$ cat config.mk
export PLATFORM = sky130hd
export DESIGN_NAME = instruction_queue
export DESIGN_NICKNAME = d
export VERILOG_FILES = /design/src/hw/iq_pkg.sv /design/src/hw/iq_entry_store.sv /design/src/hw/iq_head_ctrl.sv /design/src/hw/iq_byte_aligner.sv /design/src/hw/instruction_queue.sv
export SDC_FILE = /design/constraint.sdc
export NUM_CORES = 2
export LEC_CHECK = 0
export BUFFER_PORTS_ARGS = -buffer_cell sky130_fd_sc_hd__buf_2
export CAP_MARGIN = 20
export CELL_PAD_IN_SITES_DETAIL_PLACEMENT = 0
export CELL_PAD_IN_SITES_GLOBAL_PLACEMENT = 1
export CORE_ASPECT_RATIO = 0.5
export CORE_MARGIN = 10
export CORE_UTILIZATION = 35
export DETAILED_ROUTE_END_ITERATION = 12
export PLACE_DENSITY = 0.76
export SKIP_CTS_REPAIR_TIMING = 1
export SYNTH_ARGS = -nofsm -noshare
export SYNTH_HDL_FRONTEND = slang
export SYNTH_SLANG_ARGS = --single-unit
export TNS_END_PERCENT = 20
$ cat constraint.sdc
create_clock -name clk_i -period 4.3 [get_ports clk_i]
set_input_delay 0.43 -clock clk_i [delete_from_list [all_inputs] [get_ports clk_i]]
set_output_delay 0.43 -clock clk_i [all_outputs]
set_load 0.01 [all_outputs]
$ cat src/hw/iq_pkg.sv
// Instruction queue package
// Sizes of the line ring and decode window, plus the pointer and window
// types shared by the fetch side, the head control and the aligner

package iq_pkg;

   // Ring geometry
   localparam int IQ_ENTRIES    = 4;
   localparam int IQ_LINE_BYTES = 16;
   localparam int IQ_WIN_BYTES  = 32;
   localparam int IQ_RING_BYTES = IQ_ENTRIES * IQ_LINE_BYTES;

   // Byte count 0..64 needs 7 bits
   localparam int IQ_CNT_W = 7;

   // Pointer field widths
   localparam int IQ_IDX_W = $clog2(IQ_ENTRIES);
   localparam int IQ_OFF_W = $clog2(IQ_LINE_BYTES);

   // One fetched line, byte 0 in bits [7:0]
   typedef logic [IQ_LINE_BYTES*8-1:0] iq_line_t;

   // Write pointer, counts whole lines
   typedef struct packed {
      logic                wrap;
      logic [IQ_IDX_W-1:0] idx;
   } iq_tail_t;

   // Read pointer, counts bytes
   // Without the wrap bit this is a byte address in the ring
   typedef struct packed {
      logic                wrap;
      logic [IQ_IDX_W-1:0] idx;
      logic [IQ_OFF_W-1:0] off;
   } iq_head_t;

   // What the decoder sees
   typedef struct packed {
      logic [IQ_WIN_BYTES*8-1:0] data;
      logic [IQ_CNT_W-1:0]       valid_bytes;
   } iq_window_t;

endpackage

$ cat src/hw/iq_entry_store.sv
// Instruction queue entry store
// Holds the four fetched lines with their valid bits and the tail pointer,
// and accepts new lines from the fetch side

`timescale 1ns/10ps

module iq_entry_store (
   input  logic                                      clk_i,
   input  logic                                      arst_n_i,
   input  logic                                      flush_i,
   // Fetch side
   input  logic                                      valid_i,
   input  iq_pkg::iq_line_t                          line_i,
   output logic                                      ready_o,
   // From head control
   input  logic [iq_pkg::IQ_ENTRIES-1:0]             release_i,
   // Ring state
   output iq_pkg::iq_tail_t                          tail_o,
   output iq_pkg::iq_line_t [iq_pkg::IQ_ENTRIES-1:0] entries_o
);

   import iq_pkg::*;

   iq_line_t [IQ_ENTRIES-1:0] entries_q;
   logic [IQ_ENTRIES-1:0]     valid_q;
   logic [IQ_ENTRIES-1:0]     set_vec;
   iq_tail_t                  tail_q;
   iq_tail_t                  tail_next;
   logic                      take;

   // No room while every entry is valid, and nothing enters during flush
   assign ready_o = ~((&valid_q) | flush_i);
   assign take    = valid_i & ready_o;

   assign tail_next = iq_tail_t'(tail_q + 3'd1);

   // One-hot write select at the tail
   always_comb begin
      set_vec = '0;
      if (take) begin
         set_vec[tail_q.idx] = 1'b1;
      end
   end

   always_ff @(posedge clk_i or negedge arst_n_i) begin
      if (!arst_n_i) begin
         valid_q <= '0;
         tail_q  <= '0;
      end else if (flush_i) begin
         valid_q <= '0;
         tail_q  <= '0;
      end else begin
         // Release first so a set on the same edge wins
         valid_q <= (valid_q & ~release_i) | set_vec;
         if (take) begin
            tail_q <= tail_next;
         end
      end
   end

   // Line payload, written only when accepted
   always_ff @(posedge clk_i) begin
      if (take) begin
         entries_q[tail_q.idx] <= line_i;
      end
   end

   assign tail_o    = tail_q;
   assign entries_o = entries_q;

endmodule

$ cat src/hw/iq_head_ctrl.sv
// Instruction queue head control
// Tracks the decode byte pointer, derives the valid byte count from the
// tail, handles redirect loads and strobes entries free as the head leaves

`timescale 1ns/10ps

module iq_head_ctrl (
   input  logic                          clk_i,
   input  logic                          arst_n_i,
   input  logic                          flush_i,
   input  logic                          load_i,
   input  logic [3:0]                    load_address_i,
   // Decode side
   input  logic                          ready_i,
   input  logic [3:0]                    bytes_read_i,
   output logic                          valid_o,
   output logic [iq_pkg::IQ_CNT_W-1:0]   valid_bytes_o,
   // Ring state
   input  iq_pkg::iq_tail_t              tail_i,
   output iq_pkg::iq_head_t              head_o,
   output logic [iq_pkg::IQ_ENTRIES-1:0] release_o
);

   import iq_pkg::*;

   iq_head_t            head_q;
   iq_head_t            head_adv;
   iq_head_t            head_load;
   logic                consume;
   logic [IQ_CNT_W-1:0] tail_bytes;
   logic [IQ_CNT_W-1:0] diff;

   // Tail as a byte address including its wrap bit
   assign tail_bytes = (tail_i.wrap ? IQ_CNT_W'(IQ_RING_BYTES) : '0)
                     + IQ_CNT_W'(tail_i.idx) * IQ_CNT_W'(IQ_LINE_BYTES);

   assign diff = tail_bytes - IQ_CNT_W'(head_q);

   // After a redirect the head sits ahead of an empty tail; the wrapped
   // difference then lands above the ring size and means nothing is there
   assign valid_bytes_o = (diff > IQ_CNT_W'(IQ_RING_BYTES)) ? '0 : diff;
   assign valid_o       = |valid_bytes_o;

   assign consume  = valid_o & ready_i;
   assign head_adv = iq_head_t'(IQ_CNT_W'(head_q) + IQ_CNT_W'(bytes_read_i));

   // Redirect target is always entry 0 on the current lap
   always_comb begin
      head_load      = '0;
      head_load.off  = load_i ? load_address_i : '0;
   end

   always_ff @(posedge clk_i or negedge arst_n_i) begin
      if (!arst_n_i) begin
         head_q <= '0;
      end else if (flush_i || load_i) begin
         head_q <= head_load;
      end else if (consume) begin
         head_q <= head_adv;
      end
   end

   // A consume of at most 15 bytes crosses at most one boundary
   always_comb begin
      release_o = '0;
      if (consume && !flush_i && !load_i && (head_adv.idx != head_q.idx)) begin
         release_o[head_q.idx] = 1'b1;
      end
   end

   assign head_o = head_q;

endmodule

$ cat src/hw/iq_byte_aligner.sv
// Instruction queue byte aligner
// Joins the head entry with the one after it and shifts the pair so the
// decode window starts at the head byte

`timescale 1ns/10ps

module iq_byte_aligner (
   input  iq_pkg::iq_line_t [iq_pkg::IQ_ENTRIES-1:0] entries_i,
   input  iq_pkg::iq_head_t                          head_i,
   output logic [iq_pkg::IQ_WIN_BYTES*8-1:0]         window_o
);

   import iq_pkg::*;

   logic [IQ_IDX_W-1:0]       idx_next;
   logic [IQ_WIN_BYTES*8-1:0] pair;

   // Index wraps from entry 3 back to entry 0
   assign idx_next = head_i.idx + 1'b1;

   // Head entry in the low half
   assign pair = {entries_i[idx_next], entries_i[head_i.idx]};

   // Whole-byte right shift, zeros come in from the top
   assign window_o = pair >> {head_i.off, 3'b000};

endmodule

$ cat src/hw/instruction_queue.sv
// Instruction queue top level
// Four-line ring between fetch and the length decoder, presenting a
// 32-byte window aligned to the current decode byte

`timescale 1ns/10ps

module instruction_queue (
   input  logic               clk_i,
   input  logic               arst_n_i,
   // Redirect
   input  logic               flush_i,
   input  logic               load_i,
   input  logic [3:0]         load_address_i,
   // Fetch side
   input  logic               valid_i,
   output logic               ready_o,
   input  iq_pkg::iq_line_t   line_i,
   // Decode side
   output logic               valid_o,
   input  logic               ready_i,
   input  logic [3:0]         bytes_read_i,
   output iq_pkg::iq_window_t window_o
);

   import iq_pkg::*;

   iq_tail_t                  tail;
   iq_head_t                  head;
   iq_line_t [IQ_ENTRIES-1:0] entries;
   logic [IQ_ENTRIES-1:0]     release_vec;
   logic [IQ_WIN_BYTES*8-1:0] window_data;
   logic [IQ_CNT_W-1:0]       valid_bytes;

   iq_entry_store u_entry_store (
      .clk_i     (clk_i),
      .arst_n_i  (arst_n_i),
      .flush_i   (flush_i),
      .valid_i   (valid_i),
      .line_i    (line_i),
      .ready_o   (ready_o),
      .release_i (release_vec),
      .tail_o    (tail),
      .entries_o (entries)
   );

   iq_head_ctrl u_head_ctrl (
      .clk_i          (clk_i),
      .arst_n_i       (arst_n_i),
      .flush_i        (flush_i),
      .load_i         (load_i),
      .load_address_i (load_address_i),
      .ready_i        (ready_i),
      .bytes_read_i   (bytes_read_i),
      .valid_o        (valid_o),
      .valid_bytes_o  (valid_bytes),
      .tail_i         (tail),
      .head_o         (head),
      .release_o      (release_vec)
   );

   iq_byte_aligner u_byte_aligner (
      .entries_i (entries),
      .head_i    (head),
      .window_o  (window_data)
   );

   assign window_o = '{data: window_data, valid_bytes: valid_bytes};

endmodule

# --- Word level (Yosys, flattened, before mapping) ---
# Index checks and enable logic that the tools add are counted.
op_classes:
  n_addsub: 5
  order_cmp: 6
  n_eq_ne: 1
  n_shift: 1
  n_mux: 21
  bitwise_logic: 7
  reduce_logical: 12
ops:
  columns: ["operator", "n"]
  rows:
  - ["$bmux W128 S2", 2]
  - ["$bwmux W512", 1]
  - ["$mux W128", 3]
  - ["$demux W128 S2", 1]
  - ["$shr A256 B7 Y256", 1]
  - ["$mux W7", 4]
  - ["$mux W4", 4]
  - ["$lt A2 B3 Y1 const B", 3]
  - ["$add A7 B4 Y7", 1]
  - ["$add A7 B6 Y7", 1]
  - ["$gt A7 B7 Y1 const B", 1]
  - ["$reduce_or A7 Y1", 1]
  - ["$sub A7 B7 Y7", 1]
  - ["$mux W3", 2]
  - ["$logic_and A1 B1 Y1", 5]
  - ["$and A4 B4 Y4", 1]
  - ["$demux W1 S2", 2]
  - ["$ge A2 B1 Y1 const B", 2]
  - ["$not A4 Y4", 1]
  - ["$or A4 B4 Y4", 1]
  - ["$reduce_and A4 Y1", 1]
  - ["$reduce_bool A2 Y1", 2]
  - ["$add A3 B1 Y3 const B", 1]
  - ["$add A2 B1 Y2 const B", 1]
  - ["7 further kinds", 10]
word_totals:
  reg_bits: 526
  in_bits: 142
  out_inout_bits: 265
  elab_cells: 63

# --- Logic depth before layout (Yosys ltp) ---
depth:
  word_depth: 15
  mapped_depth: 17
  depth_no_buf: 9

# --- Cells and area by module ---
# From an unflattened synthesis, not the netlist that was laid out.
unflattened:
  cells_unflattened: 2938
  hier_area_um2: 38184.1
by_module_without_submodules:
  columns: ["module", "instances", "cells_per_inst", "area_each_um2"]
  rows:
  - ["iq_byte_aligner", 1, 2279, 21509.4]
  - ["iq_entry_store", 1, 553, 15795.1]
  - ["iq_head_ctrl", 1, 106, 879.6]

# --- Worst setup path before layout ---
# No wires, ideal clock.
synth_path:
  path_kind: "input-to-reg"
  start: "input flush_i"
  end: "register u_entry_store.entries_q (netlist bit u_entry_store.entries_o[384]) (enable)"
  t_arrival_ps: 3736
  path_slack_ps: 82
  cell_stages: 5
  path_buffers: 1
  cell_sequence: "a41oi_1 > and2_1 > clkbuf_1 > nand2_1 > inv_1"
synth_via:
  elab_chain_len: 3
synth_rtl:
  columns: ["item", "line_no", "rtl"]
  rows:
  - ["start: declaration", "instruction_queue.sv:11", "input logic flush_i,"]
  - ["$or A1 B1 Y1", "iq_entry_store.sv:32", "assign ready_o = ~((&valid_q) | flush_i);"]
  - ["$not A1 Y1", "iq_entry_store.sv:32", null]
  - ["$and A1 B1 Y1", "iq_entry_store.sv:33", "assign take = valid_i & ready_o;"]
  - ["end signal: indexed assignment", "iq_entry_store.sv:64", "entries_q[tail_q.idx] <= line_i;"]
  - ["end: declaration", "iq_entry_store.sv:24", "iq_line_t [IQ_ENTRIES-1:0] entries_q;"]
# No other way between the ends.
# A chain may end at the register's enable or synchronous reset.

==> results.sh <==
export IMPL_root_buffer="clkbuf_16"
export IMPL_post_route_util_pct=42.0
export IMPL_endpoint_kind="output port"
export IMPL_tightest_slew_ns=1.20
export IMPL_routed_top_layer="met5"
export IMPL_dr_total_vias=28400
export IMPL_critPathMaxFanout=7
export IMPL_p_total_mw=15.8
export IMPL_cts_made_buffers=50
export IMPL_ys_types=60
export IMPL_core_area_um2=93500
export IMPL_violations="negative setup slack"
export IMPL_maxSlewViolCount=0
export IMPL_powerDensity_nw_per_um2=403
export IMPL_ys_warn_count=0
export IMPL_peakVddDrop_v=0.000323
export IMPL_status="finished with violations"
export IMPL_synth_nets=2891
export IMPL_ios=407
export IMPL_drc=0
export IMPL_hold_path_class="in -> reg"
export IMPL_die_w_um=455
export IMPL_cts_max_level=2
export IMPL_drive_gt1_share_pct=33.8
export IMPL_synth_top_cell_by_area="edfxtp_1"
export IMPL_cts_tree="done"
export IMPL_maxCapViolCount=0
export IMPL_firstDrtPassIters=6
export IMPL_clkLatencyLatePin_ns=0.63
export IMPL_dr_first_iter_drc_count=4439
export IMPL_setup_viol=9
export IMPL_leakage_nw=14.1
export IMPL_clock_sinks=526
export IMPL_wire_per_inst_um=34.1
export IMPL_antenna_found_initial=49
export IMPL_synthTopCellsByArea="edfxtp_1, mux4_2, mux2i_1, nand2_1, mux2_2"
export IMPL_grt_pass1_vias=25900
export IMPL_instances_no_fill=4403
export IMPL_synth_top_area_share_pct=46.3
export IMPL_wl_met2_mm=62.8
export IMPL_gp_congestion=1.01
export IMPL_synthArstFlopShare_pct=2.66
export IMPL_path_clk_slew_ns=0.09
export IMPL_synth_edf_count=512
export IMPL_dieArea_um2=108000
export IMPL_hold_viol_final=0
export IMPL_post_place_cells=4262
export IMPL_via_per_inst=6.46
export IMPL_synth_most_common_cell="edfxtp_1"
export IMPL_avgSynthCellArea_um2=12.1
export IMPL_grt_pass1_wl_mm=205
export IMPL_period_share_pct=101
export IMPL_routed_wl_met3_mm=19.6
export IMPL_gr_total_overflow=0
export IMPL_area_delta_synth_final_pct=18.3
export IMPL_start_kind="register"
export IMPL_netlist_area_um2=33200
export IMPL_met1_length_mm=60.7
export IMPL_reg2reg_depth=6
export IMPL_cp_arrival_ns=3.92
export IMPL_layout_nets=3251
export IMPL_rsz0062_at_grt="yes"
export IMPL_cts_path_max_buffers=3
export IMPL_place_port_buffers=406
export IMPL_syn_inst=2732
export IMPL_grt_start_max_net_pins=186
export IMPL_synthTopCellsByCount="edfxtp_1, nand2_1, nor2_1"
export IMPL_fin_ws_ns=-0.0485
export IMPL_start_util_pct=35.5
export IMPL_dp_slack_ns=0.289
export IMPL_synthFlopType="edfxtp_1"
export IMPL_relSlewSlack_pct=19.7
export IMPL_die_h_um=238
export IMPL_routed_wl_mm=150
export IMPL_hpwl_mm=111
export IMPL_worst_clock_skew_ns=0.0262
export IMPL_whs_path_depth=1
export IMPL_timing_fmax_ghz=0.230
export IMPL_critPathKind="reg -> out"
export IMPL_synth_seq_area_share_pct=47.4
export IMPL_finalWorstPathRequiredPeriod_ns=4.35
export IMPL_synth_seq_cells=526
export IMPL_grtUsageTotal_pct=25.9
export IMPL_rows=79
export IMPL_antenna_left=0
export IMPL_cp_required_ns=3.87
## final cells by class
cell class | count | area, um2
fillers | 8766 | 54200
multi-input cells | 1942 | 16600
flip-flops and latches | 526 | 15700
repair buffers | 554 | 3570
well taps | 1255 | 1570
clock buffers | 57 | 1280
clock inverters | 31 | 300
inverters | 18 | 98.8
diodes | 20 | 50.0
## metrics by stage
stage	hold slack [ns]	setup TNS (ns)	area [um2]
3_3_place_gp	0.359	0	36900
5_1_grt	0.0122	-1.29	39200
4_1_cts	-0.303	-5.92	38500
3_5_place_dp	0.348	0	36900
6_report	0.0144	-0.232	39300
2_1_floorplan	0.134	0	33200
## routing by layer
metal,vias up,GRT usage [%]
met4,20,10.7
met1,14500,36.4
met5,-,0
li1,11600,-
met3,272,8.08
met2,2111,36.6
## layout by cell type (no fill, tap or decap), types with 12 or more instances in the layout
cell type / instances
a21oi_1: 163
a221oi_1: 27
a22o_1: 16
a22oi_1: 27
a311oi_1: 16
and2_1: 18
buf_12: 18
buf_2: 405
buf_4: 117
clkbuf_16: 54
clkinv_1: 12
diode_2: 20
edfxtp_1: 512
ha_1: 15
mux2_2: 93
mux2i_1: 205
mux4_2: 257
nand2_1: 434
nor2_1: 247
nor3_1: 12
o21ai_0: 54
o221ai_1: 78
o22ai_1: 113
## report_power, final
group          leakage, nW  internal, mW  switching, mW  total (mW)
logic                 8.46          1.85           3.68        5.53
registers             4.83          5.79          0.111        5.90
clock network        0.770          2.43           1.97        4.41
## logic make-up after synthesis
family	share of synthesized area [%]
buf+inv	3.50
mux	27.1
xor+xnor	0.158
flops	47.4
simple gates	9.30
fa+ha+maj	0.664
compound gates	11.9
## final timing paths
path                                                from                     endpoint  slack [ns]
worst max register to register     u_head_ctrl.head_o[1]        u_head_ctrl.head_o[6]        0.81
max in group asynchronous                       arst_n_i        u_head_ctrl.head_o[3]        3.76
worst max-delay path               u_head_ctrl.head_o[5]                window_o[198]       -0.05
min in group asynchronous                       arst_n_i      u_entry_store.tail_o[1]        0.25
worst min register to register  u_entry_store.valid_q[2]     u_entry_store.valid_q[2]        0.57
worst min-delay path                          line_i[38]  u_entry_store.entries_o[38]        0.01
## worst max-delay path: stages, from the launching register on
cell       delay, ns
dfrtp_4         0.42
inv_1           0.10
ha_4            0.41
buf_12          0.16
clkbuf_16       0.15
buf_4           0.11
mux4_2          0.67
nand2_1         0.13
nand2_1         0.07
a221oi_1        0.52
o21ai_0         0.31
buf_2           0.22
## state kept, by name, indices dropped and copies added (netlist names)
signal,count
u_entry_store.valid_q,4
u_entry_store.tail_o,3
u_head_ctrl.head_o,7
u_entry_store.entries_o,512
No activity file was read; power rests on OpenSTA's default activity.
